**src/source/iagc_pkg.sv**
```systemverilog
package iagc_pkg;

    localparam int ADC_W    = 14;   // Width of one ADC channel.
    localparam int SAMPLE_W = 16;   // Stored width of one channel after sign extension.
    localparam int BYTE_W   = 8;    // Width of the command and transmit streams.
    localparam int DECIM_W  = 4;

    // Values loaded by reset.
    localparam logic [DECIM_W-1:0] DEF_DECIMATOR = 4'd3;
    localparam logic [3:0]         DEF_SIZE_CODE = 4'd2;

    // One stored memory word. The reference channel sits in the upper half.
    typedef struct packed {
        logic [SAMPLE_W-1:0] ref_sample;
        logic [SAMPLE_W-1:0] err_sample;
    } sample_pair_t;

    // Opcode in the upper nibble of a command byte.
    typedef enum logic [3:0] {
        CMD_NOP           = 4'd0,
        CMD_SET_DECIMATOR = 4'd1,
        CMD_SET_SIZE      = 4'd2,
        CMD_CLEAN         = 4'd3,
        CMD_CAPTURE       = 4'd4,
        CMD_DUMP          = 4'd5
    } opcode_e;

    typedef enum logic [1:0] {
        ST_IDLE    = 2'd0,
        ST_CLEAN   = 2'd1,
        ST_CAPTURE = 2'd2
    } status_e;

endpackage

```
**src/source/mem_port_if.sv**
```systemverilog
interface mem_port_if #(
    parameter int ADDR_W = 10
);
    import iagc_pkg::*;

    logic              req;
    logic              we;
    logic [ADDR_W-1:0] addr;
    sample_pair_t      wdata;
    logic              gnt;
    logic              rdata_valid;     // Marks rdata one cycle after a read grant.
    sample_pair_t      rdata;           // RAM output, shared by every port.

    modport requester (
        output req, we, addr, wdata,
        input  gnt, rdata_valid, rdata
    );

    modport arbiter (
        input  req, we, addr, wdata,
        output gnt, rdata_valid, rdata
    );

endinterface

```
**src/source/iagc_controller.sv**
```systemverilog
module iagc_controller #(
    parameter int MEM_DEPTH = 1024,
    parameter int ADDR_W    = $clog2(MEM_DEPTH)
) (
    input  logic                          i_clock,
    input  logic                          i_arst_n,
    input  logic [iagc_pkg::BYTE_W-1:0]   i_cmd_data,
    input  logic                          i_cmd_valid,
    output logic                          o_cmd_ready,
    input  logic                          i_capture_end,
    input  logic                          i_dump_busy,
    output logic                          o_capture_start,
    output logic                          o_dump_start,
    output logic [iagc_pkg::DECIM_W-1:0]  o_decimator,
    output logic [ADDR_W:0]               o_capture_len,
    output iagc_pkg::status_e             o_status,
    mem_port_if.requester                 clean_port
);
    import iagc_pkg::*;

    opcode_e           cmd_op;
    logic [3:0]        cmd_param;
    logic              cmd_take;
    logic [3:0]        size_code;
    logic [ADDR_W-1:0] clean_addr;
    logic [31:0]       full_len;

    assign cmd_op      = opcode_e'(i_cmd_data[BYTE_W-1 -: 4]);
    assign cmd_param   = i_cmd_data[3:0];
    assign o_cmd_ready = (o_status != ST_CLEAN);    // Commands wait while memory is cleaned.
    assign cmd_take    = i_cmd_valid && o_cmd_ready;

    // Capture length is 16 words shifted by the size code, capped at the memory depth.
    assign full_len      = 32'd16 << size_code;
    assign o_capture_len = (full_len > MEM_DEPTH) ? (ADDR_W + 1)'(MEM_DEPTH)
                                                  : full_len[ADDR_W:0];

    assign clean_port.req   = (o_status == ST_CLEAN);
    assign clean_port.we    = 1'b1;
    assign clean_port.addr  = clean_addr;
    assign clean_port.wdata = '0;

    always_ff @(posedge i_clock or negedge i_arst_n) begin
        if (!i_arst_n) begin
            o_status        <= ST_IDLE;
            o_decimator     <= DEF_DECIMATOR;
            size_code       <= DEF_SIZE_CODE;
            clean_addr      <= '0;
            o_capture_start <= 1'b0;
            o_dump_start    <= 1'b0;
        end else begin
            o_capture_start <= 1'b0;
            o_dump_start    <= 1'b0;

            // A dump is legal in idle and in capture. A second start while one runs is dropped.
            if (cmd_take && cmd_op == CMD_DUMP) begin
                o_dump_start <= !i_dump_busy && !o_dump_start;
            end

            case (o_status)
                ST_IDLE: begin
                    if (cmd_take) begin
                        case (cmd_op)
                            CMD_SET_DECIMATOR: o_decimator <= cmd_param;
                            CMD_SET_SIZE:      size_code   <= cmd_param;
                            CMD_CLEAN: begin
                                o_status   <= ST_CLEAN;
                                clean_addr <= '0;
                            end
                            CMD_CAPTURE: begin
                                o_status        <= ST_CAPTURE;
                                o_capture_start <= 1'b1;
                            end
                            default: ;
                        endcase
                    end
                end
                ST_CLEAN: begin
                    // One zero word per granted cycle until the last address is written.
                    if (clean_port.gnt) begin
                        if (clean_addr == ADDR_W'(MEM_DEPTH - 1)) begin
                            o_status <= ST_IDLE;
                        end else begin
                            clean_addr <= clean_addr + 1'b1;
                        end
                    end
                end
                ST_CAPTURE: begin
                    if (i_capture_end) begin
                        o_status <= ST_IDLE;
                    end
                end
                default: o_status <= ST_IDLE;
            endcase
        end
    end

endmodule

```
**src/flat_wrapper.sv**
```systemverilog
// flat-port wrapper written by rule: the top's interface ports become plain ports
module iagc_controller_flat import iagc_pkg::*;
#(
    parameter int MEM_DEPTH = 1024,
    parameter int ADDR_W    = $clog2(MEM_DEPTH)
)
  (i_clock, i_arst_n, i_cmd_data, i_cmd_valid, o_cmd_ready, i_capture_end, i_dump_busy, o_capture_start, o_dump_start, o_decimator, o_capture_len, o_status, clean_port_req, clean_port_we, clean_port_addr, clean_port_wdata, clean_port_gnt, clean_port_rdata_valid, clean_port_rdata);
  mem_port_if #(.ADDR_W(ADDR_W)) clean_port_i ();
  input  logic i_clock;
  input  logic i_arst_n;
  input  logic [iagc_pkg::BYTE_W-1:0] i_cmd_data;
  input  logic i_cmd_valid;
  output logic o_cmd_ready;
  input  logic i_capture_end;
  input  logic i_dump_busy;
  output logic o_capture_start;
  output logic o_dump_start;
  output logic [iagc_pkg::DECIM_W-1:0] o_decimator;
  output logic [ADDR_W:0] o_capture_len;
  output iagc_pkg::status_e o_status;
  output wire logic [$bits(clean_port_i.req)-1:0] clean_port_req;
  output wire logic [$bits(clean_port_i.we)-1:0] clean_port_we;
  output wire logic [$bits(clean_port_i.addr)-1:0] clean_port_addr;
  output wire logic [$bits(clean_port_i.wdata)-1:0] clean_port_wdata;
  input wire logic [$bits(clean_port_i.gnt)-1:0] clean_port_gnt;
  input wire logic [$bits(clean_port_i.rdata_valid)-1:0] clean_port_rdata_valid;
  input wire logic [$bits(clean_port_i.rdata)-1:0] clean_port_rdata;
  assign clean_port_req = clean_port_i.req;
  assign clean_port_we = clean_port_i.we;
  assign clean_port_addr = clean_port_i.addr;
  assign clean_port_wdata = clean_port_i.wdata;
  assign clean_port_i.gnt = clean_port_gnt;
  assign clean_port_i.rdata_valid = clean_port_rdata_valid;
  assign clean_port_i.rdata = clean_port_rdata;
  iagc_controller #(.MEM_DEPTH(MEM_DEPTH), .ADDR_W(ADDR_W)) u_core (.i_clock(i_clock), .i_arst_n(i_arst_n), .i_cmd_data(i_cmd_data), .i_cmd_valid(i_cmd_valid), .o_cmd_ready(o_cmd_ready), .i_capture_end(i_capture_end), .i_dump_busy(i_dump_busy), .o_capture_start(o_capture_start), .o_dump_start(o_dump_start), .o_decimator(o_decimator), .o_capture_len(o_capture_len), .o_status(o_status), .clean_port(clean_port_i));
endmodule
```
**config.mk**
```make
export PLATFORM = sky130hd
export DESIGN_NAME = iagc_controller_flat
export DESIGN_NICKNAME = d
export VERILOG_FILES = /design/src/source/iagc_pkg.sv /design/src/source/mem_port_if.sv /design/src/source/iagc_controller.sv /design/src/flat_wrapper.sv
export SDC_FILE = /design/constraint.sdc
export NUM_CORES = 1
export LEC_CHECK = 0
export ABC_AREA = 0
export BUFFER_PORTS_ARGS = -buffer_cell sky130_fd_sc_hd__buf_2
export CORE_MARGIN = 3
export CORE_UTILIZATION = 36
export DETAILED_ROUTE_END_ITERATION = 16
export GPL_TIMING_DRIVEN = 0
export MAX_ROUTING_LAYER = met4
export PLACE_DENSITY = 0.73
export SLEW_MARGIN = 20
export SYNTH_ARGS = -nofsm -noshare
export SYNTH_HDL_FRONTEND = slang
export SYNTH_SLANG_ARGS = --single-unit
```
**constraint.sdc**
```tcl
create_clock -name i_clock -period 1.6 [get_ports i_clock]
set_input_delay 0.24 -clock i_clock [delete_from_list [all_inputs] [get_ports i_clock]]
set_output_delay 0.24 -clock i_clock [all_outputs]
set_load 0.05 [all_outputs]
```
Yosys cells after proc, flatten, opt, wreduce, memory -nomap -nowiden
Index checks and enable logic that the tools add are counted.
{ "op_classes": {"add_sub_neg": 1, "n_reduce_logical": 11, "magnitude_cmp": 1, "n_shift": 1, "eq_ne": 16, "mux": 16} }
{ "ops": {"columns": ["op", "n"], "rows": [
  ["10-bit 2-to-1 mux", 4],
  ["32-bit by 11-bit greater-than comparator with 1-bit output (second input constant)", 1],
  ["5-bit by 4-bit left shift with 32-bit output (first input constant)", 1],
  ["10-bit one-hot mux with 2 select lines", 1],
  ["11-bit 2-to-1 mux", 1],
  ["10-bit by 1-bit adder with 10-bit output (second input constant)", 1],
  ["10-bit == test (second input constant)", 1],
  ["5-bit AND reduction", 2],
  ["4-bit by 2-bit == test with 1-bit output (second input constant)", 2],
  ["4-bit by 3-bit == test with 1-bit output (second input constant)", 2],
  ["2-bit 2-to-1 mux", 4],
  ["2-bit by 1-bit != test with 1-bit output (second input constant)", 4],
  ["2-bit != test (second input constant)", 3],
  ["2-bit one-hot mux with 3 select lines", 1],
  ["3-bit AND reduction", 2],
  ["4-bit by 1-bit == test with 1-bit output (second input constant)", 1],
  ["1-bit 2-to-1 mux", 4],
  ["2-bit one-hot mux with 2 select lines", 1],
  ["1-bit logical AND", 3],
  ["3-bit != test (second input constant)", 1],
  ["2-bit by 1-bit == test with 1-bit output (second input constant)", 1],
  ["2-bit == test (second input constant)", 1],
  ["1-bit logical NOT", 2],
  ["2-bit logical NOT", 1],
  ["2-bit nonzero test", 1]
]} }
{ "totals": {"output_inout_bits": 64, "register_bits": 22, "word_cells": 52} }

Longest topological paths before layout
Gate-level depths: netlist (run 1).
{ "logic_depth": {"depth_word": 4, "ltp_mapped": 6, "mapped_depth_nobuf": 5} }

Worst setup path after synthesis (run 1)
OpenSTA, ideal clock, no wires.
{ "synth_path": {"path_kind": "register to output", "from": "reg u_core.size_code[1]", "to": "out o_capture_len[6]", "path_stages_with_launch": 2, "setup_slack_ps": -805, "required_time_ps": 1360, "t_arrival_ps": 2165, "path_cell_list": "dfstp_2 nor4b_1"} }
{ "synth_via": {"elab_chain_cells": 3} }
{ "synth_lines": {"columns": ["element", "line_no", "text"], "rows": [
  ["start, declared", "iagc_controller.sv:24", "logic [3:0] size_code;"],
  ["start signal, assigned", "iagc_controller.sv:65", "CMD_SET_SIZE: size_code <= cmd_param;"],
  ["5-bit by 4-bit left shift with 32-bit output *", "iagc_controller.sv:34", "assign full_len = 32'd16 << size_code;"],
  ["32-bit by 11-bit greater-than comparator with 1-bit output", "iagc_controller.sv:35", "assign o_capture_len = (full_len > MEM_DEPTH) ? (ADDR_W + 1)'(MEM_DEPTH)"],
  ["11-bit 2-to-1 mux *", "iagc_controller.sv:35", null],
  ["end, declared", "flat_wrapper.sv:19", "output logic [ADDR_W:0] o_capture_len;"]
]} }
Mark *: on every way between the ends. The rest lies on a longest branch, timed or not.

Worst setup path in the final report (run 1)
{ "layout_path": {"from": "reg u_core.clean_addr[0] (netlist: u_core.clean_port.addr[0])", "to": "reg u_core.clean_addr[5] (netlist: u_core.clean_port.addr[5])"} }
{ "layout_via": {"elab_chain_cells": 4} }
{ "layout_lines": {"columns": ["element", "line_no", "text"], "rows": [
  ["start, declared", "iagc_controller.sv:25", "logic [ADDR_W-1:0] clean_addr;"],
  ["start signal, assigned", "iagc_controller.sv:84", "clean_addr <= clean_addr + 1'b1;"],
  ["10-bit by 1-bit adder with 10-bit output", "iagc_controller.sv:84", null],
  ["10-bit 2-to-1 mux", "iagc_controller.sv:81", "if (clean_addr == ADDR_W'(MEM_DEPTH - 1)) begin"],
  ["10-bit 2-to-1 mux", "iagc_controller.sv:80", "if (clean_port.gnt) begin"],
  ["10-bit one-hot mux with 2 select lines", "iagc_controller.sv:60", "case (o_status)"]
]} }
Several ways; a longest one is shown, not always the timed one. The select of a mux whose other input is x is not followed.
A chain may end at the register's enable or synchronous reset.

==> results.sh, run 1 <==
export IMPL_setup_slack_ns=0.0242
export IMPL_h_tree_depth=1
export IMPL_setup_tns_ns=0
export IMPL_synth_cells=158
export IMPL_gp_congestion=0.811
export IMPL_power_density_mw_per_mm2=1540
export IMPL_io_buffers=40
export IMPL_vias=1326
export IMPL_whs_ns=0.134
export IMPL_overflow=0
export IMPL_pre_cts_ws_ns=-0.0123
export IMPL_grt_first_pass_wirelength_mm=5.11
export IMPL_num_antenna_cells=0
export IMPL_antenna_found_initial=0
export IMPL_die_x_um=69.7
export IMPL_combPwrFrac_pct=58.4
export IMPL_core_mm2=0.00377
export IMPL_yosysSeqAreaShare_pct=38.0
export IMPL_dpl_cell_area_mm2=0.00193
export IMPL_nets=295
export IMPL_p_sw_mw=1.69
export IMPL_syn_to_final_growth_pct=42.6
export IMPL_p_sw_share_pct=52.9
export IMPL_multi_input_area_um2=810
export IMPL_clk_path_buf_depth=2
export IMPL_cts_sinks=22
export IMPL_clock_skew_ns=0.00942
export IMPL_most_common_layout_cells="buf_4, conb_1, buf_2"
export IMPL_die_y_um=69.7
export IMPL_mostFrequentLayoutCell="buf_4"
export IMPL_fillers=348
export IMPL_grt_max_degree=23
export IMPL_drv_slew=0
export IMPL_holdCritPathClass="primary input to flop"
export IMPL_p_int_mw=1.51
export IMPL_clk_pin_slew_worst_paths_ns=0.08
export IMPL_dp_hpwl_mm=2.46
export IMPL_vias_per_cell=4.51
export IMPL_synthFlopType="dfrtp_1"
export IMPL_synth_edf_count=0
export IMPL_grt_usage_pct=13.0
export IMPL_status="complete, no violations"
export IMPL_cts_tree="yes"
export IMPL_wl_per_cell_um=11.2
export IMPL_synth_area_mm2=0.00146
export IMPL_pwr_share_seq_pct=30.8
export IMPL_start_kind="flop"
export IMPL_rsz0062_at_grt="true"
export IMPL_synth_warnings=0
export IMPL_routed_wl_mm=3.30
export IMPL_start_util_pct=38.7
export IMPL_finalCritPeriodShare_pct=98.5
export IMPL_ant_nets=0
export IMPL_fmax_mhz=635
export IMPL_clk_root_buffer_cell="clkbuf_8"
export IMPL_cap_violations=0
export IMPL_synthArstFlopShare_pct=100
export IMPL_route_detailed_drc=0
export IMPL_fin_area_mm2=0.00208
export IMPL_vdd_drop_max_uv=583
export IMPL_die_area_mm2=0.00485
export IMPL_synth_seq_cells=22
export IMPL_ys_types=39
export IMPL_syn_area_per_cell_um2=9.23
export IMPL_numCtsBuffers=3
export IMPL_p_leak_nw=1.09
export IMPL_clkLatencyLatePin_ns=0.26
export IMPL_ios=111
export IMPL_drive_above_1_share_pct=51.2
export IMPL_cp_end_kind="flop"
export IMPL_critical_path_class="flop to flop"
export IMPL_regArea_um2=568
export IMPL_final_hold_viol_count=0
export IMPL_first_pass_iters=4
export IMPL_grt_pass1_vias=1122
export IMPL_first_iter_violations=67
export IMPL_placementRows=22
export IMPL_crit_fanout=6
export IMPL_setup_viol=0
export IMPL_required_ns=1.80
export IMPL_crit_arrival_ns=1.77
export IMPL_fin_crit_ns=1.58
export IMPL_p_clk_share_pct=10.9
==> power groups by stage <==
stage               registers [mW]  logic, mW  clock network, mW
floorplan                     1.36       1.02                  0
global placement             0.987       1.71                  0
detailed placement           0.998       1.73                  0
CTS                          0.967       1.85              0.361
global route                  1.01       1.99              0.373
finish                       0.984       1.87              0.347
==> registers in the layout, indices dropped and copies added, names as in the netlist <==
name / cells
u_core.clean_port.addr: 10
u_core.o_decimator: 4
u_core.size_code: 4
u_core.o_status: 2
u_core.o_capture_start: 1
u_core.o_dump_start: 1
==> Yosys cell counts, types with 2 or more instances <==
cell type,number,share of area [%]
nand2_1,12,3.1
dfrtp_1,19,33
buf_4,38,20
inv_1,3,0.77
dfstp_2,3,5.4
nand3_1,16,5.5
nor2b_1,2,0.86
a21oi_1,2,0.69
o211ai_1,3,1.5
nand4_1,6,2.6
or3_1,2,0.86
a41oi_1,2,1.2
nor3_1,9,3.1
conb_1,2,0.51
nand2b_1,2,0.86
nor2_1,2,0.51
a31oi_1,4,1.7
mux2_2,8,6.2
o21ai_0,3,1.0
==> per-stage QoR <==
stage | power, mW | utilization (%) | instances
floorplan | 2.38 | - | 193
global placement | 2.70 | 51.2 | 281
detailed placement | 2.73 | 51.2 | 281
CTS | 3.17 | 54.3 | 292
global route | 3.37 | 55.2 | 294
finish | 3.20 | 55.2 | 294
==> worst max-delay path, stage by stage (launching register included) <==
cell and delay, ns:
dfrtp_2 0.43, ha_4 0.17, and3_4 0.18, a41o_1 0.24, buf_6 0.13, or3_1 0.30, nand3_1 0.07
==> path summary, 6_finish.rpt <==
kind	startpoint	end	slack, ns	depth (start not counted)
min in group asynchronous	i_arst_n	u_core.clean_port.addr[7]	0.47	2
setup / recovery	u_core.clean_port.addr[0]	u_core.clean_port.addr[5]	0.02	6
hold reg to reg	u_core.o_dump_start	u_core.o_dump_start	0.43	1
setup reg to reg	u_core.clean_port.addr[0]	u_core.clean_port.addr[5]	0.02	6
max in group asynchronous	i_arst_n	u_core.size_code[3]	0.76	2
hold / removal	i_dump_busy	u_core.o_dump_start	0.13	2
==> layout make-up <==
class / count / area share, %
multi-input cells: 128 / 38.9
flip-flops and latches: 22 / 27.3
plain buffers: 40 / 14.4
repair buffers: 49 / 13.8
well taps: 48 / 2.89
clock buffers: 4 / 2.16
inverters: 3 / 0.541
==> repair_timing <==
action	CTS	global route
pin swaps	3	4
resized for setup	6	5
hold buffers	1	0
setup buffers	6	2
setup endpoints to repair	7	11
endpoints found under the hold margin	19	0
==> kinds of logic (layout without fill, tap and decap cells) <==
| logic type | Yosys count | count (layout) | synth area share [%] |
|---|---|---|---|
| adders and majority gates | 1 | 1 | 0.857 |
| other | 2 | 37 | 0.515 |
| muxes | 8 | 8 | 6.18 |
| DFF | 22 | 22 | 38.0 |
| AOI/OAI and AO/OA | 19 | 19 | 8.92 |
| buffers and inverters | 43 | 96 | 21.4 |
| and+or+nand+nor | 63 | 63 | 24.2 |
==> per-layer routing <==
metal  up-vias  part of all wire [%]  track usage [%]
li1        679                     -                -
met3         2                   5.9             1.59
met5         -                     0                -
met4         0                  0.82             4.47
met2        44                    50             21.1
met1       601                    43             16.7
Note: power is estimated with default switching activity, not from simulation.
==> run 2: changes to the inputs <==
BUFFER_PORTS_ARGS = -buffer_cell sky130_fd_sc_hd__clkbuf_2   (was -buffer_cell sky130_fd_sc_hd__buf_2)
==> results.sh, run 2 (synthesis gave the netlist of run 1 again) <==
export IMPL_final_hold_viol_count=0
export IMPL_drive_above_1_share_pct=51.2
export IMPL_h_tree_depth=1
export IMPL_clk_root_buffer_cell="clkbuf_8"
export IMPL_grt_pass1_vias=1183
export IMPL_r2r_slack_ns=0.02
export IMPL_fin_area_mm2=0.00209
export IMPL_vdd_drop_max_uv=595
export IMPL_routed_wl_mm=3.25
export IMPL_clkLatencyLatePin_ns=0.26
export IMPL_slew_headroom_pct=63.5
export IMPL_gp_congestion=0.827
export IMPL_largest_register_ff_count=10
export IMPL_dpl_cell_area_mm2=0.00193
export IMPL_placementRows=22
export IMPL_fmax_mhz=631
export IMPL_power_density_mw_per_mm2=1550
export IMPL_worst_pin_slew_ns=0.547
export IMPL_grt_first_pass_wirelength_mm=5.29
export IMPL_die_y_um=69.7
export IMPL_rr_worst_depth=6
export IMPL_grt_max_degree=23
export IMPL_crit_path_max_incr_delay_ns=0.43
export IMPL_rr_startpoint="u_core.clean_port.addr[0]"
export IMPL_hp_start="i_dump_busy"
export IMPL_critical_path_class="flop to flop"
export IMPL_cts_sinks=22
export IMPL_start_util_pct=38.7
export IMPL_crit_chain="ha_4, and3_4, a41o_1, buf_6, or3_1, nand3_1"
export IMPL_vias=1297
export IMPL_rsz0062_at_grt="true"
export IMPL_clk_pin_slew_worst_paths_ns=0.08
export IMPL_first_pass_iters=4
export IMPL_grt_usage_pct=13.3
export IMPL_start_kind="flop"
export IMPL_core_mm2=0.00377
export IMPL_path_depth=6
export IMPL_setup_viol=0
export IMPL_finalCritPeriodShare_pct=99.0
export IMPL_cpMaxStageDelayCell="dfrtp_2"
export IMPL_hold_end="u_core.o_dump_start"
export IMPL_required_ns=1.80
export IMPL_nets=295
export IMPL_holdCritPathClass="primary input to flop"
export IMPL_r2r_end="u_core.clean_port.addr[5]"
export IMPL_clock_skew_ns=0.00499
export IMPL_p_leak_nw=1.09
export IMPL_die_area_mm2=0.00485
export IMPL_num_antenna_cells=0
export IMPL_dp_hpwl_mm=2.45
export IMPL_dp_cells=281
export IMPL_most_common_layout_cells="buf_4, conb_1, clkbuf_2"
export IMPL_route_detailed_drc=0
export IMPL_first_iter_violations=96
export IMPL_ant_nets=0
export IMPL_io_buffers=40
export IMPL_ios=111
export IMPL_wl_per_cell_um=11.0
export IMPL_whs_ns=0.130
export IMPL_cp_num_buf_inv=1
export IMPL_clk_path_buf_depth=2
export IMPL_mostFrequentLayoutCell="buf_4"
export IMPL_cts_tree="yes"
export IMPL_numCtsBuffers=3
export IMPL_antenna_found_initial=0
export IMPL_setup_slack_ns=0.0158
export IMPL_overflow=0
export IMPL_syn_to_final_growth_pct=43.1
export IMPL_fin_crit_ns=1.58
export IMPL_stdcell_count=294
export IMPL_pre_cts_ws_ns=-0.0218
export IMPL_cp_end_kind="flop"
export IMPL_crit_arrival_ns=1.78
export IMPL_status="complete, no violations"
export IMPL_crit_fanout=7
export IMPL_die_x_um=69.7
export IMPL_cap_violations=0
export IMPL_critical_path_top_delay_family="simple AND/OR/NAND/NOR gates"
export IMPL_vias_per_cell=4.41
export IMPL_drv_slew=0
export IMPL_holdPathStages=2
run 2: changes by cell type in the layout (fill, tap and decap cells not counted), moves of 2 or more:
cell,previous run,this run
buf_2,35,0
clkbuf_2,0,35
buf_4,50,47
clkbuf_4,0,3
clkbuf_8,3,5
run 2: timing repair:
item | in CTS | in global routing
resized for setup | 6 | 5
pin swaps | 3 | 3
hold buffers | 1 | 0
setup buffers | 6 | 3
setup endpoints to repair | 7 | 13
hold endpoints to repair | 19 | 0
run 2: where the power goes:
part           internal (mW)  leakage (nW)  switching (mW)
clock network          0.219        0.0288           0.180
logic                  0.579         0.792            1.26
registers              0.743         0.267           0.262
run 2: worst max-delay path by stage:
| stage | to | slack, ns | startpoint |
|---|---|---|---|
| after floorplan | o_capture_len[6] | -0.14 | u_core.size_code[1] |
| after global placement | u_core.clean_port.addr[5] | -0.008 | u_core.clean_port.addr[0] |
| after detailed placement | u_core.clean_port.addr[8] | -0.02 | u_core.o_status[0] |
| after CTS | u_core.clean_port.addr[5] | 0.0006 | u_core.clean_port.addr[0] |
| after global routing | o_capture_len[7] | -0.03 | u_core.size_code[1] |
| final | u_core.clean_port.addr[5] | 0.02 | u_core.clean_port.addr[0] |
run 2: per-stage QoR:
step	util, %	power [mW]	setup TNS (ns)
2_1_floorplan	-	2.38	-0.248
3_3_place_gp	51.2	2.70	-0.00786
3_5_place_dp	51.2	2.72	-0.0321
4_1_cts	54.6	3.21	0
5_1_grt	55.4	3.41	-0.0925
6_report	55.4	3.24	0
run 2: final cells by class:
| cell class | instances | area, um2 |
|---|---|---|
| Clock buffer | 4 | 55.1 |
| Fill cell | 345 | 1680 |
| Inverter | 3 | 11.3 |
| Multi-Input combinational cell | 128 | 805 |
| Sequential cell | 22 | 568 |
| Timing Repair Buffer | 50 | 297 |
| Tap cell | 48 | 60.1 |
| Buffer | 39 | 293 |
run 2: metal layers:
layer | routed length (um) | GRT usage [%] | up-vias
met5 | 0 | - | -
li1 | - | - | 677
met3 | 191 | 1.88 | 2
met2 | 1570 | 21.6 | 47
met1 | 1460 | 17.4 | 571
met4 | 29 | 3.83 | 0
