--- config.mk ---
export PLATFORM = sky130hd
export DESIGN_NAME = mem_arbiter_flat
export DESIGN_NICKNAME = d
export VERILOG_FILES = /design/src/source/iagc_pkg.sv /design/src/source/mem_port_if.sv /design/src/source/mem_arbiter.sv /design/src/flat_wrapper.sv
export SDC_FILE = /design/constraint.sdc
export NUM_CORES = 1
export LEC_CHECK = 0
export BUFFER_PORTS_ARGS = -buffer_cell sky130_fd_sc_hd__buf_2
export CAP_MARGIN = 15
export CORE_AREA = 2 2 120 122
export CTS_CLUSTER_SIZE = 25
export DETAILED_ROUTE_END_ITERATION = 10
export DIE_AREA = 0 0 122 124
export PLACE_DENSITY = 0.5
export RECOVER_POWER = 25
export SETUP_SLACK_MARGIN = 0.2
export SLEW_MARGIN = 20
export SYNTH_ARGS = -nofsm -noshare
export SYNTH_HDL_FRONTEND = slang
export SYNTH_SLANG_ARGS = --single-unit
--- constraint.sdc ---
create_clock -name i_clock -period 1.05 [get_ports i_clock]
set_input_delay 0.21 -clock i_clock [delete_from_list [all_inputs] [get_ports i_clock]]
set_output_delay 0.21 -clock i_clock [all_outputs]
set_load 0.01 [all_outputs]
--- src/source/iagc_pkg.sv ---
package iagc_pkg;

    localparam int ADC_W    = 14;   // Width of one ADC channel.
    localparam int SAMPLE_W = 16;   // Stored width of one channel after sign extension.
    localparam int BYTE_W   = 8;    // Width of the command and transmit streams.
    localparam int DECIM_W  = 4;

    // Values loaded by reset.
    localparam logic [DECIM_W-1:0] DEF_DECIMATOR = 4'd3;
    localparam logic [3:0]         DEF_SIZE_CODE = 4'd2;

    // One stored memory word. The reference channel sits in the upper half.
    typedef struct packed {
        logic [SAMPLE_W-1:0] ref_sample;
        logic [SAMPLE_W-1:0] err_sample;
    } sample_pair_t;

    // Opcode in the upper nibble of a command byte.
    typedef enum logic [3:0] {
        CMD_NOP           = 4'd0,
        CMD_SET_DECIMATOR = 4'd1,
        CMD_SET_SIZE      = 4'd2,
        CMD_CLEAN         = 4'd3,
        CMD_CAPTURE       = 4'd4,
        CMD_DUMP          = 4'd5
    } opcode_e;

    typedef enum logic [1:0] {
        ST_IDLE    = 2'd0,
        ST_CLEAN   = 2'd1,
        ST_CAPTURE = 2'd2
    } status_e;

endpackage

--- src/source/mem_port_if.sv ---
interface mem_port_if #(
    parameter int ADDR_W = 10
);
    import iagc_pkg::*;

    logic              req;
    logic              we;
    logic [ADDR_W-1:0] addr;
    sample_pair_t      wdata;
    logic              gnt;
    logic              rdata_valid;     // Marks rdata one cycle after a read grant.
    sample_pair_t      rdata;           // RAM output, shared by every port.

    modport requester (
        output req, we, addr, wdata,
        input  gnt, rdata_valid, rdata
    );

    modport arbiter (
        input  req, we, addr, wdata,
        output gnt, rdata_valid, rdata
    );

endinterface

--- src/source/mem_arbiter.sv ---
module mem_arbiter #(
    parameter int MEM_DEPTH = 1024,
    parameter int ADDR_W    = $clog2(MEM_DEPTH)
) (
    input  logic                   i_clock,
    input  logic                   i_arst_n,
    mem_port_if.arbiter            samp_port,
    mem_port_if.arbiter            clean_port,
    mem_port_if.arbiter            dump_port,
    output logic                   o_ram_we,
    output logic [ADDR_W-1:0]      o_ram_addr,
    output iagc_pkg::sample_pair_t o_ram_wdata,
    input  iagc_pkg::sample_pair_t i_ram_rdata
);

    // The sampler cannot stall a strobe, so it always wins. Clean beats dump.
    assign samp_port.gnt  = samp_port.req;
    assign clean_port.gnt = clean_port.req && !samp_port.req;
    assign dump_port.gnt  = dump_port.req && !samp_port.req && !clean_port.req;

    always_comb begin
        o_ram_we    = 1'b0;
        o_ram_addr  = dump_port.addr;
        o_ram_wdata = dump_port.wdata;
        if (samp_port.gnt) begin
            o_ram_we    = samp_port.we;
            o_ram_addr  = samp_port.addr;
            o_ram_wdata = samp_port.wdata;
        end else if (clean_port.gnt) begin
            o_ram_we    = clean_port.we;
            o_ram_addr  = clean_port.addr;
            o_ram_wdata = clean_port.wdata;
        end else if (dump_port.gnt) begin
            o_ram_we = dump_port.we;
        end
    end

    assign samp_port.rdata  = i_ram_rdata;
    assign clean_port.rdata = i_ram_rdata;
    assign dump_port.rdata  = i_ram_rdata;

    // The RAM answers one cycle after a read grant. Remember who asked.
    always_ff @(posedge i_clock or negedge i_arst_n) begin
        if (!i_arst_n) begin
            samp_port.rdata_valid  <= 1'b0;
            clean_port.rdata_valid <= 1'b0;
            dump_port.rdata_valid  <= 1'b0;
        end else begin
            samp_port.rdata_valid  <= samp_port.gnt && !samp_port.we;
            clean_port.rdata_valid <= clean_port.gnt && !clean_port.we;
            dump_port.rdata_valid  <= dump_port.gnt && !dump_port.we;
        end
    end

endmodule

--- src/flat_wrapper.sv ---
// flat-port wrapper written by rule: the top's interface ports become plain ports
module mem_arbiter_flat 
#(
    parameter int MEM_DEPTH = 1024,
    parameter int ADDR_W    = $clog2(MEM_DEPTH)
)
  (i_clock, i_arst_n, o_ram_we, o_ram_addr, o_ram_wdata, i_ram_rdata, samp_port_req, samp_port_we, samp_port_addr, samp_port_wdata, samp_port_gnt, samp_port_rdata_valid, samp_port_rdata, clean_port_req, clean_port_we, clean_port_addr, clean_port_wdata, clean_port_gnt, clean_port_rdata_valid, clean_port_rdata, dump_port_req, dump_port_we, dump_port_addr, dump_port_wdata, dump_port_gnt, dump_port_rdata_valid, dump_port_rdata);
  mem_port_if #(.ADDR_W(ADDR_W)) samp_port_i ();
  mem_port_if #(.ADDR_W(ADDR_W)) clean_port_i ();
  mem_port_if #(.ADDR_W(ADDR_W)) dump_port_i ();
  input  logic i_clock;
  input  logic i_arst_n;
  output logic o_ram_we;
  output logic [ADDR_W-1:0] o_ram_addr;
  output iagc_pkg::sample_pair_t o_ram_wdata;
  input  iagc_pkg::sample_pair_t i_ram_rdata;
  input wire logic [$bits(samp_port_i.req)-1:0] samp_port_req;
  input wire logic [$bits(samp_port_i.we)-1:0] samp_port_we;
  input wire logic [$bits(samp_port_i.addr)-1:0] samp_port_addr;
  input wire logic [$bits(samp_port_i.wdata)-1:0] samp_port_wdata;
  output wire logic [$bits(samp_port_i.gnt)-1:0] samp_port_gnt;
  output wire logic [$bits(samp_port_i.rdata_valid)-1:0] samp_port_rdata_valid;
  output wire logic [$bits(samp_port_i.rdata)-1:0] samp_port_rdata;
  input wire logic [$bits(clean_port_i.req)-1:0] clean_port_req;
  input wire logic [$bits(clean_port_i.we)-1:0] clean_port_we;
  input wire logic [$bits(clean_port_i.addr)-1:0] clean_port_addr;
  input wire logic [$bits(clean_port_i.wdata)-1:0] clean_port_wdata;
  output wire logic [$bits(clean_port_i.gnt)-1:0] clean_port_gnt;
  output wire logic [$bits(clean_port_i.rdata_valid)-1:0] clean_port_rdata_valid;
  output wire logic [$bits(clean_port_i.rdata)-1:0] clean_port_rdata;
  input wire logic [$bits(dump_port_i.req)-1:0] dump_port_req;
  input wire logic [$bits(dump_port_i.we)-1:0] dump_port_we;
  input wire logic [$bits(dump_port_i.addr)-1:0] dump_port_addr;
  input wire logic [$bits(dump_port_i.wdata)-1:0] dump_port_wdata;
  output wire logic [$bits(dump_port_i.gnt)-1:0] dump_port_gnt;
  output wire logic [$bits(dump_port_i.rdata_valid)-1:0] dump_port_rdata_valid;
  output wire logic [$bits(dump_port_i.rdata)-1:0] dump_port_rdata;
  assign samp_port_i.req = samp_port_req;
  assign samp_port_i.we = samp_port_we;
  assign samp_port_i.addr = samp_port_addr;
  assign samp_port_i.wdata = samp_port_wdata;
  assign samp_port_gnt = samp_port_i.gnt;
  assign samp_port_rdata_valid = samp_port_i.rdata_valid;
  assign samp_port_rdata = samp_port_i.rdata;
  assign clean_port_i.req = clean_port_req;
  assign clean_port_i.we = clean_port_we;
  assign clean_port_i.addr = clean_port_addr;
  assign clean_port_i.wdata = clean_port_wdata;
  assign clean_port_gnt = clean_port_i.gnt;
  assign clean_port_rdata_valid = clean_port_i.rdata_valid;
  assign clean_port_rdata = clean_port_i.rdata;
  assign dump_port_i.req = dump_port_req;
  assign dump_port_i.we = dump_port_we;
  assign dump_port_i.addr = dump_port_addr;
  assign dump_port_i.wdata = dump_port_wdata;
  assign dump_port_gnt = dump_port_i.gnt;
  assign dump_port_rdata_valid = dump_port_i.rdata_valid;
  assign dump_port_rdata = dump_port_i.rdata;
  mem_arbiter #(.MEM_DEPTH(MEM_DEPTH), .ADDR_W(ADDR_W)) u_core (.i_clock(i_clock), .i_arst_n(i_arst_n), .samp_port(samp_port_i), .clean_port(clean_port_i), .dump_port(dump_port_i), .o_ram_we(o_ram_we), .o_ram_addr(o_ram_addr), .o_ram_wdata(o_ram_wdata), .i_ram_rdata(i_ram_rdata));
endmodule
* Word-level counts from Yosys, hierarchy flattened
Index checks and enable logic that the tools add are counted.
** Word-level totals
- Register bits :: 3
- Bits in latches :: 0
- Memory bits (writable) :: 0
- Memory bits (read-only) :: 0
- Bits of input ports :: 166
- Output and inout bits :: 145
- Word-level logic and storage cells :: 21
- Memories kept :: 0
** Operators by class
- Add/subtract/negate cells :: 0
- $mul :: 0
- Divide/modulo/power cells :: 0
- Order comparisons :: 0
- Equal/unequal tests :: 0
- Shift operators :: 0
- Mux-type cells :: 7
- Bitwise logic cells :: 0
- Reductions and logical operators :: 11
** Operators with widths (count)
- 2-to-1 mux 32 bit :: 2
- 2-to-1 mux 10 bit :: 2
- logical AND 1 bit :: 6
- zero test 1 bit :: 5
- 2-to-1 mux 1 bit :: 3

* Logic depth before layout (Yosys ltp)
Gate-level depths: netlist of the first run.
- Depth after elaboration :: 6
- Gate-level depth with buffers :: 4
- Depth with buffers taken out :: 2

* Worst setup path after synthesis of the first run
No wires, ideal clock.
- Path kind :: in2out
- From :: in clean_port_req
- To :: out o_ram_we
- Data arrival time :: 847 ps
- Required time :: 840 ps
- Slack :: -7 ps
- Stages :: 4
- Path buffers :: 2
- Path through :: buf_6 > buf_8 > nand3b_1 > a21oi_1
** Between the ends
- Longest elaborated chain between the ends :: 5
- Elaborated cells on any way between the ends :: 6
- Those cells by class :: mux (3); reduce/logical (3)
** Ends and longest elaborated chain
- start: declaration :: RTL line flat_wrapper.sv:24 : input wire logic [$bits(clean_port_i.req)-1:0] clean_port_req;
- zero test 1 bit :: RTL line mem_arbiter.sv:19 : assign dump_port.gnt = dump_port.req && !samp_port.req && !clean_port.req;
- logical AND 1 bit :: RTL line mem_arbiter.sv:19
- 2-to-1 mux 1 bit :: RTL line mem_arbiter.sv:33 : end else if (dump_port.gnt) begin
- 2-to-1 mux 1 bit (*) :: RTL line mem_arbiter.sv:29 : end else if (clean_port.gnt) begin
- 2-to-1 mux 1 bit (*) :: RTL line mem_arbiter.sv:25 : if (samp_port.gnt) begin
- end: declaration :: RTL line flat_wrapper.sv:13 : output logic o_ram_we;
Every way passes the cells marked *; elsewhere a longest branch is shown, timed or not.

* Worst setup path after layout of the first run
- From :: in clean_port_req
- To :: out o_ram_addr[1]
** Between the ends
- Longest elaborated chain between the ends :: 3
** Ends and longest elaborated chain
- logical AND 1 bit :: RTL line mem_arbiter.sv:18 : assign clean_port.gnt = clean_port.req && !samp_port.req;
- 2-to-1 mux 10 bit :: RTL line mem_arbiter.sv:29
- 2-to-1 mux 10 bit :: RTL line mem_arbiter.sv:25
- end: declaration :: RTL line flat_wrapper.sv:14 : output logic [ADDR_W-1:0] o_ram_addr;
Every way passes these cells.

==> results of run 1 <==
-- final timing paths --
path / start / endpoint / slack, ns
setup / recovery: clean_port_req / o_ram_addr[1] / -0.12
hold / removal: dump_port_we / u_core.dump_port.rdata_valid / 0.16
max in group asynchronous: i_arst_n / u_core.samp_port.rdata_valid / 0.62
min in group asynchronous: i_arst_n / u_core.dump_port.rdata_valid / 0.33
-- cells by family after synthesis --
| kind of cell | count (synthesis) | synth area share, % |
|---|---|---|
| AO/OA/AOI/OAI | 44 | 12.6 |
| buffers and inverters | 111 | 48.2 |
| flip-flops | 3 | 4.24 |
| multiplexers | 42 | 23.7 |
| AND/OR/NAND/NOR | 48 | 11.2 |
-- Yosys cell counts --
library cell,count
buf_8,4
dfrtp_1,3
buf_6,1
buf_2,1
clkbuf_1,3
and2b_1,1
nor3b_1,1
nand3b_1,1
nand2_1,42
nor2b_1,3
o21ai_0,4
mux2i_1,42
o21ai_2,1
o21ai_1,37
buf_4,102
a21oi_1,2
-- flip-flops by register name (all words and copies together), names as in the netlist --
register and flops:
u_core.samp_port.rdata_valid 1, u_core.dump_port.rdata_valid 1, u_core.clean_port.rdata_valid 1
-- worst max-delay path: cells and delay by family --
family	cells	cell delay [ns]
buffers and inverters	3	0.43
muxes	1	0.24
AOI/OAI and AO/OA	1	0.08
-- metrics by stage --
step	setup TNS, ns	std cells	utilization (%)
6_report	-3.23	527	19.5
3_5_place_dp	-7.70	514	16.2
3_3_place_gp	-7.50	514	16.2
5_1_grt	-5.40	527	19.5
4_1_cts	-3.64	524	18.7
2_1_floorplan	0	248	-
-- final cells by class --
| cell class | count | share of cell area (%) |
|---|---|---|
| sequential | 3 | 2.80 |
| clock buffer | 4 | 2.94 |
| multi-input combinational | 134 | 35.5 |
| tap | 180 | 8.40 |
| timing repair buffer | 206 | 50.4 |
-- power by group through the flow --
stage	combinational [uW]	sequential, uW	clock [uW]
final	1090	122	605
after global routing	1180	122	618
after CTS	1040	122	614
after detailed placement	896	123	0
after global placement	894	123	0
after floorplan	802	126	0
-- per-layer routing --
metal  vias to the layer above  routed length (um)  global-route usage (%)
met5                         -                   0                       0
met4                         0                 262                    3.45
met3                        35                 984                    2.06
met2                       161                3990                    17.1
met1                       792                2850                    9.48
li1                        925                   -                       -
-- placed cells by master, fill, tap and decap left out --
cell type        n
buf_8            1
buf_2          179
clkbuf_1         1
o21ai_2          8
a21oi_1          1
o21ai_1         34
nor3b_4          1
mux2i_1         34
nand2_1         41
dlygate4sd3_1    1
buf_6            3
and2b_1          1
nand2_2          1
a21oi_2          1
nor2b_4          1
nor2b_1          2
dfrtp_1          3
buf_12           6
clkbuf_16        5
mux2i_2          5
buf_16           6
nand3b_1         1
mux2i_4          3
buf_4            8
-- repair_timing --
item,CTS,global route
setup buffers,0,1
pin swaps,0,3
gates cloned,5,2
resized for setup,31,12
hold endpoints to repair,3,0
endpoints found under the setup margin,49,48
hold buffers,1,0
==> impl_metrics.json, run 1 <==
{
  "status": "finished with violations",
  "violations": "negative setup slack",
  "setup-violations-final": 44,
  "first_iter_violations": 46,
  "worst_pin_slew_ns": 0.185,
  "fin_area_um2": 2680,
  "hold_viol": 0,
  "root_buffer": "clkbuf_16",
  "drt.antenna.violating_nets": 0,
  "routedWlPerCell_um": 15.3,
  "hold_path_class": "in -> reg",
  "finalPower_uw": 1810,
  "p_leak_uw": 0.00145,
  "overflow": 0,
  "seq_area_um2": 75.1,
  "core_um2": 13700,
  "p_per_area_nw_per_um2": 677,
  "cts_sinks": 3,
  "drc": 0,
  "ys.warnings.count": 0,
  "rsz0062_at_grt": "true",
  "io_buffer_count": 182,
  "arrival_ns": 0.96,
  "pwr-share-clk_pct": 33.4,
  "crit_chain": "buf_16 > buf_12 > mux2i_2 > o21ai_2 > buf_2",
  "drt-pass1-iter-count": 4,
  "critical_path.max_stage_delay_ns": 0.24,
  "p_int_uw": 1220,
  "grt_usage_pct": 8.95,
  "critical_path_class": "in -> out",
  "cp-start-kind": "input pin",
  "cts_max_path_buffers": 2,
  "vias": 1913,
  "cts_tree": "done",
  "final.setup.worst_slack_ns": -0.124,
  "io_pins": 311,
  "drive_gt1_share_pct": 65.7,
  "seq_power_share_pct": 6.7,
  "slew_headroom_pct": 87.4,
  "p_sw_share_pct": 32.7,
  "peakVddDrop_mv": 0.355,
  "row_count": 43,
  "post-dp-hpwl_um": 6040,
  "post-synth-top-area-fraction_pct": 43.2,
  "pwr-share-comb_pct": 59.9,
  "fmax_mhz": 852,
  "yosys.area.top_type": "buf_4",
  "dieWidth_um": 122,
  "yosysSeqAreaShare_pct": 4.24,
  "period_minus_slack_ns": 1.17,
  "multiInputGateArea_um2": 951,
  "gp_congestion": 0.635,
  "postSynthAreaPerCell_um2": 7.14,
  "nFillCells": 1565,
  "hold_path_depth": 2,
  "finalCritPeriodShare_pct": 112,
  "grt_max_degree": 20,
  "dieArea_um2": 15100,
  "drt_wl_total_um": 8090,
  "dp_slack_ns": -0.261,
  "start_util_pct": 12.9,
  "fin_nets": 514,
  "ys_types": 16,
  "antenna_found_initial": 1,
  "synthCells": 248,
  "whs_ns": 0.164,
  "grt_pass1_vias": 1771,
  "netlist_area_um2": 1770,
  "area.growth.synth_to_final_pct": 51.3,
  "cap_viol_max_count": 0,
  "required_ns": 0.84,
  "ys_ff_latch": 3,
  "grt_pass1_wl_um": 10100,
  "synth_top_cells_by_area": "buf_4, mux2i_1, o21ai_1, nand2_1, dfrtp_1",
  "cts_buffers": 3,
  "power_switching_uw": 593,
  "dieHeight_um": 124,
  "clk_pin_slew_ns": 0.03,
  "crit_fanout": 7,
  "end_kind": "output pin",
  "placed_area_um2": 2230,
  "final-max-slew-violation-count": 0,
  "viasPerCell": 3.63,
  "n_antenna_cell": 0,
  "synth_nets": 414,
  "cp_slowest_cell": "mux2i_2",
  "h-tree-depth": 1
}
Note: power is estimated with default switching activity, not from simulation.
==> run 2, diff against run 1 <==
==> constraint.sdc (replaced) <==
create_clock -name i_clock -period 1.1 [get_ports i_clock]
set_input_delay 0.11 -clock i_clock [delete_from_list [all_inputs] [get_ports i_clock]]
set_output_delay 0.11 -clock i_clock [all_outputs]
set_load 0.01 [all_outputs]
==> run 2 against run 1 <==
Against the previous run:
- first-iteration DRC count is 28% lower
- the flow now finishes without violations
- power is 3.8% lower
- sequential power is 5% lower
- worst hold slack worse by 0.11 ns
- clock power is 3% lower
- critical endpoint is now o_ram_addr[5]
- critical path type unchanged
- count of clock-buffer cells in the layout stayed put
- flip-flop and latch count stayed put
- sequential share of layout area hardly changed
==> impl_metrics.json, run 2 (synthesis results as in run 1) <==
{
  "first_iter_violations": 33,
  "cp_top_family": "buffers and inverters",
  "drt-pass1-iter-count": 4,
  "drt.antenna.violating_nets": 0,
  "antenna_found_initial": 1,
  "cts_tree": "done",
  "hold_viol": 0,
  "grt_max_degree": 45,
  "rsz0062_at_grt": "true",
  "setup_tns_ns": 0,
  "cap_viol_max_count": 0,
  "cp-start-kind": "input pin",
  "start_util_pct": 12.9,
  "status": "complete, no violations",
  "path_buf_inv": 4,
  "cts_buffers": 3,
  "p_leak_uw": 0.00145,
  "p_per_area_nw_per_um2": 646,
  "grt_util_met1_pct": 8.91,
  "setup-violations-final": 0,
  "io_buffer_count": 182,
  "row_count": 43,
  "peakVddDrop_mv": 0.298,
  "drt_wl_total_um": 8270,
  "fin_nets": 513,
  "post-dp-hpwl_um": 5960,
  "drive_gt1_share_pct": 63.3,
  "root_buffer": "clkbuf_16",
  "end_kind": "output pin",
  "grtUsageMet2_pct": 15.2,
  "crit_chain": "buf_12 > buf_4 > buf_6 > mux2i_1 > o21ai_1 > buf_2",
  "seq_area_um2": 75.1,
  "grt_pass1_wl_um": 9230,
  "grt.busiest_layer": "met2",
  "arrival_ns": 0.94,
  "min_from": "clean_port_we",
  "critical_path.max_stage_delay_ns": 0.23,
  "n_antenna_cell": 0,
  "finalCritPeriodShare_pct": 95.8,
  "final.setup.worst_slack_ns": 0.0460,
  "final_cell_mix": "buf_2, nand2_1, o21ai_1, mux2i_1, clkbuf_16",
  "io_pins": 311,
  "dieArea_um2": 15100,
  "dieWidth_um": 122,
  "dp_slack_ns": -0.119,
  "dieHeight_um": 124,
  "multiInputGateArea_um2": 936,
  "gp_congestion": 0.626,
  "grt_usage_pct": 8.18,
  "cts_max_path_buffers": 2,
  "cp-startpoint": "clean_port_req",
  "routedWlPerCell_um": 15.7,
  "crit_fanout": 7,
  "required_ns": 0.99,
  "nFillCells": 1559,
  "viasPerCell": 3.66,
  "worst_pin_slew_ns": 0.192,
  "fmax_mhz": 949,
  "overflow": 0,
  "grt_use_met3_pct": 3.02,
  "slew_headroom_pct": 86.8,
  "hold_path_class": "in -> reg",
  "reg.largest.list": "u_core.clean_port.rdata_valid: 1 flops, u_core.dump_port.rdata_valid: 1 flops, u_core.samp_port.rdata_valid: 1 flops",
  "clk_pin_slew_ns": 0.03,
  "final-max-slew-violation-count": 0,
  "area.growth.synth_to_final_pct": 52.5,
  "cp_slowest_cell": "mux2i_1",
  "h-tree-depth": 1,
  "layout_commonest_cell": "buf_2",
  "period_minus_slack_ns": 1.05,
  "vias": 1927,
  "cts_sinks": 3,
  "core_um2": 13700,
  "drc": 0,
  "grt_pass1_vias": 1558,
  "critical_path_class": "in -> out"
}
-- run 2: timing repair --
action,in CTS,in global routing
gates resized for setup,24,10
hold endpoints to repair,3,0
buffers inserted,3,2
setup endpoints to repair,44,43
pin swaps,3,4
hold buffers,1,0
gates cloned,4,7
-- run 2: final timing paths --
kind	to	slack (ns)	cells past startpoint
max	o_ram_addr[5]	0.05	6
min	u_core.clean_port.rdata_valid	0.05	2
max in group asynchronous	u_core.dump_port.rdata_valid	0.75	2
min in group asynchronous	u_core.clean_port.rdata_valid	0.23	2
-- run 2: through the flow --
step	area [um2]	utilization [%]	hold WS (ns)	power (uW)	cells
3_3_place_gp	2160	15.8	-0.0935	947	505
3_5_place_dp	2160	15.8	-0.0934	949	505
2_1_floorplan	1770	-	-0.186	871	248
6_report	2700	19.7	0.0548	1750	526
4_1_cts	2500	18.2	0.0496	1670	517
5_1_grt	2700	19.7	0.0641	1860	526
-- run 2: per-layer routing --
| metal | wire length [um] | up-vias |
|---|---|---|
| met5 | 0 | - |
| met4 | 63 | 0 |
| met3 | 1110 | 9 |
| met2 | 4000 | 192 |
| met1 | 3090 | 801 |
| li1 | - | 925 |
-- run 2: cell type report --
type	count	area share [%]
flip-flops and latches	3	2.78
repair buffers	205	51.3
well taps	180	8.33
multi-input cells	134	34.6
clock buffers	4	2.92
-- run 2: power breakdown --
group / total [uW] / internal [uW] / switching [uW]
Sequential: 116 / 115 / 0.840
Combinational: 1040 / 582 / 463
Clock: 586 / 479 / 107
Total: 1750 / 1180 / 570
==> run 3, diff against run 2 <==
--- a/config.mk
+++ b/config.mk
@@ -8,6 +8,7 @@
 export BUFFER_PORTS_ARGS = -buffer_cell sky130_fd_sc_hd__buf_2
 export CAP_MARGIN = 15
 export CORE_AREA = 2 2 120 122
+export CTS_BUF_LIST = sky130_fd_sc_hd__clkbuf_16
 export CTS_CLUSTER_SIZE = 25
 export DETAILED_ROUTE_END_ITERATION = 10
 export DIE_AREA = 0 0 122 124
==> run 3 against run 2 <==
Against the previous run:
- first-iteration DRC count unchanged
- global-route usage unchanged
- worst setup slack unchanged
- sequential share of layout area unchanged
==> impl_metrics.json, run 3 (synthesis results as in run 1) <==
{
  "drc": 0,
  "setup-violations-final": 0,
  "cts_max_path_buffers": 2,
  "end_kind": "output pin",
  "cap_viol_max_count": 0,
  "grt_pass1_vias": 1558,
  "cts_tree": "done",
  "peakVddDrop_mv": 0.298,
  "dieHeight_um": 124,
  "period_minus_slack_ns": 1.05,
  "status": "complete, no violations",
  "utilization_pct": 19.7,
  "cp-start-kind": "input pin",
  "post-dp-hpwl_um": 5960,
  "cts_sinks": 3,
  "vias": 1927,
  "viasPerCell": 3.66,
  "p_leak_uw": 0.00146,
  "critical_path_class": "in -> out",
  "seq_power_share_pct": 6.7,
  "grt_max_degree": 45,
  "crit_fanout": 7,
  "row_count": 43,
  "hold_path_class": "in -> reg",
  "final-max-slew-violation-count": 0,
  "area.growth.synth_to_final_pct": 52.5,
  "drive_gt1_share_pct": 63.3,
  "crit_chain": "buf_12 > buf_4 > buf_6 > mux2i_1 > o21ai_1 > buf_2",
  "worst_pin_slew_ns": 0.192,
  "fmax_mhz": 949,
  "h-tree-depth": 1,
  "rsz0062_at_grt": "true",
  "grt_pass1_wl_um": 9230,
  "drt-pass1-iter-count": 4,
  "p_sw_share_pct": 32.9,
  "p_per_area_nw_per_um2": 643,
  "cp_slowest_cell": "mux2i_1",
  "drt.antenna.violating_nets": 0,
  "p_int_uw": 1170,
  "root_buffer": "clkbuf_16",
  "drt_wl_total_um": 8270,
  "io_buffer_count": 182,
  "first_iter_violations": 33,
  "final_cells": 526,
  "hold_viol": 0,
  "n_antenna_cell": 0,
  "overflow": 0,
  "io_pins": 311,
  "grt_usage_pct": 8.18,
  "gp_congestion": 0.626,
  "pwr-share-comb_pct": 60.1,
  "layout_commonest_cell": "buf_2",
  "reg.largest.list": "u_core.clean_port.rdata_valid: 1 flops, u_core.dump_port.rdata_valid: 1 flops, u_core.samp_port.rdata_valid: 1 flops",
  "dieArea_um2": 15100,
  "critPathCapture": "o_ram_addr[5]",
  "cp-startpoint": "clean_port_req",
  "critical_path.max_stage_delay_ns": 0.23,
  "required_ns": 0.99,
  "nFillCells": 1559,
  "clk_pin_slew_ns": 0.03,
  "final_cell_mix": "buf_2, nand2_1, o21ai_1, mux2i_1, clkbuf_16",
  "routedWlPerCell_um": 15.7,
  "dieWidth_um": 122,
  "pwr-share-clk_pct": 33.2,
  "fin_nets": 513,
  "start_util_pct": 12.9,
  "slew_headroom_pct": 86.8,
  "dp_cells": 505,
  "core_um2": 13700,
  "finalCritPeriodShare_pct": 95.8,
  "arrival_ns": 0.94,
  "power_switching_uw": 571,
  "cts_buffers": 3,
  "antenna_found_initial": 1
}
[run 3: how the worst min path moves through the flow]
stage / start / endpoint / slack (ns) / depth (start not counted)
after floorplan: i_arst_n / u_core.clean_port.rdata_valid / -0.19 / 0
after global routing: dump_port_we / u_core.dump_port.rdata_valid / 0.06 / 2
after global placement: i_arst_n / u_core.dump_port.rdata_valid / -0.09 / 1
final: clean_port_we / u_core.clean_port.rdata_valid / 0.05 / 2
after CTS: dump_port_we / u_core.dump_port.rdata_valid / 0.05 / 2
after detailed placement: i_arst_n / u_core.dump_port.rdata_valid / -0.09 / 1
[run 3: area by class of cell]
class	instances	area, um2	share of cell area, %
Tap cell	180	225	8.33
Timing Repair Buffer	205	1390	51.3
Sequential cell	3	75.1	2.78
Clock buffer	3	75.1	2.78
Multi-Input combinational cell	134	936	34.6
Clock inverter	1	3.75	0.139
[run 3: layer usage]
metal	vias to the layer above	part of all wire, %	track usage [%]
met1	801	37	8.91
met5	-	0	0
li1	925	-	-
met3	9	13	3.02
met2	192	48	15.2
met4	0	0.76	1.65
[run 3: power groups by stage]
stage | clock network, uW | registers, uW | logic, uW
2_1_floorplan | 0 | 120 | 751
3_3_place_gp | 0 | 117 | 830
3_5_place_dp | 0 | 117 | 831
4_1_cts | 580 | 116 | 961
5_1_grt | 593 | 117 | 1140
6_report | 577 | 116 | 1040
[run 3: what timing repair did]
item	4_1_cts	5_1_grt
pin swaps	3	4
gates resized for setup	24	10
setup buffers	3	2
endpoints found under the setup margin	44	43
hold buffers	1	0
cloned	4	7
hold endpoints to repair	3	0
[run 3: critical path: cells and delay by family]
kind | cells | cell delay, ns
mux | 1 | 0.23
buf+inv | 4 | 0.50
compound gates | 1 | 0.10
[run 3: per-stage QoR]
| step | instance area [um2] | hold slack, ns | worst slack, ns | total power (uW) | setup TNS [ns] |
|---|---|---|---|---|---|
| final | 2700 | 0.0548 | 0.0460 | 1740 | 0 |
| after global routing | 2700 | 0.0640 | 0.0496 | 1850 | 0 |
| after CTS | 2500 | 0.0493 | 0.103 | 1660 | 0 |
| after detailed placement | 2160 | -0.0934 | -0.119 | 949 | -0.365 |
| after global placement | 2160 | -0.0935 | -0.101 | 947 | -0.306 |
| after floorplan | 1770 | -0.186 | 0.243 | 871 | 0 |
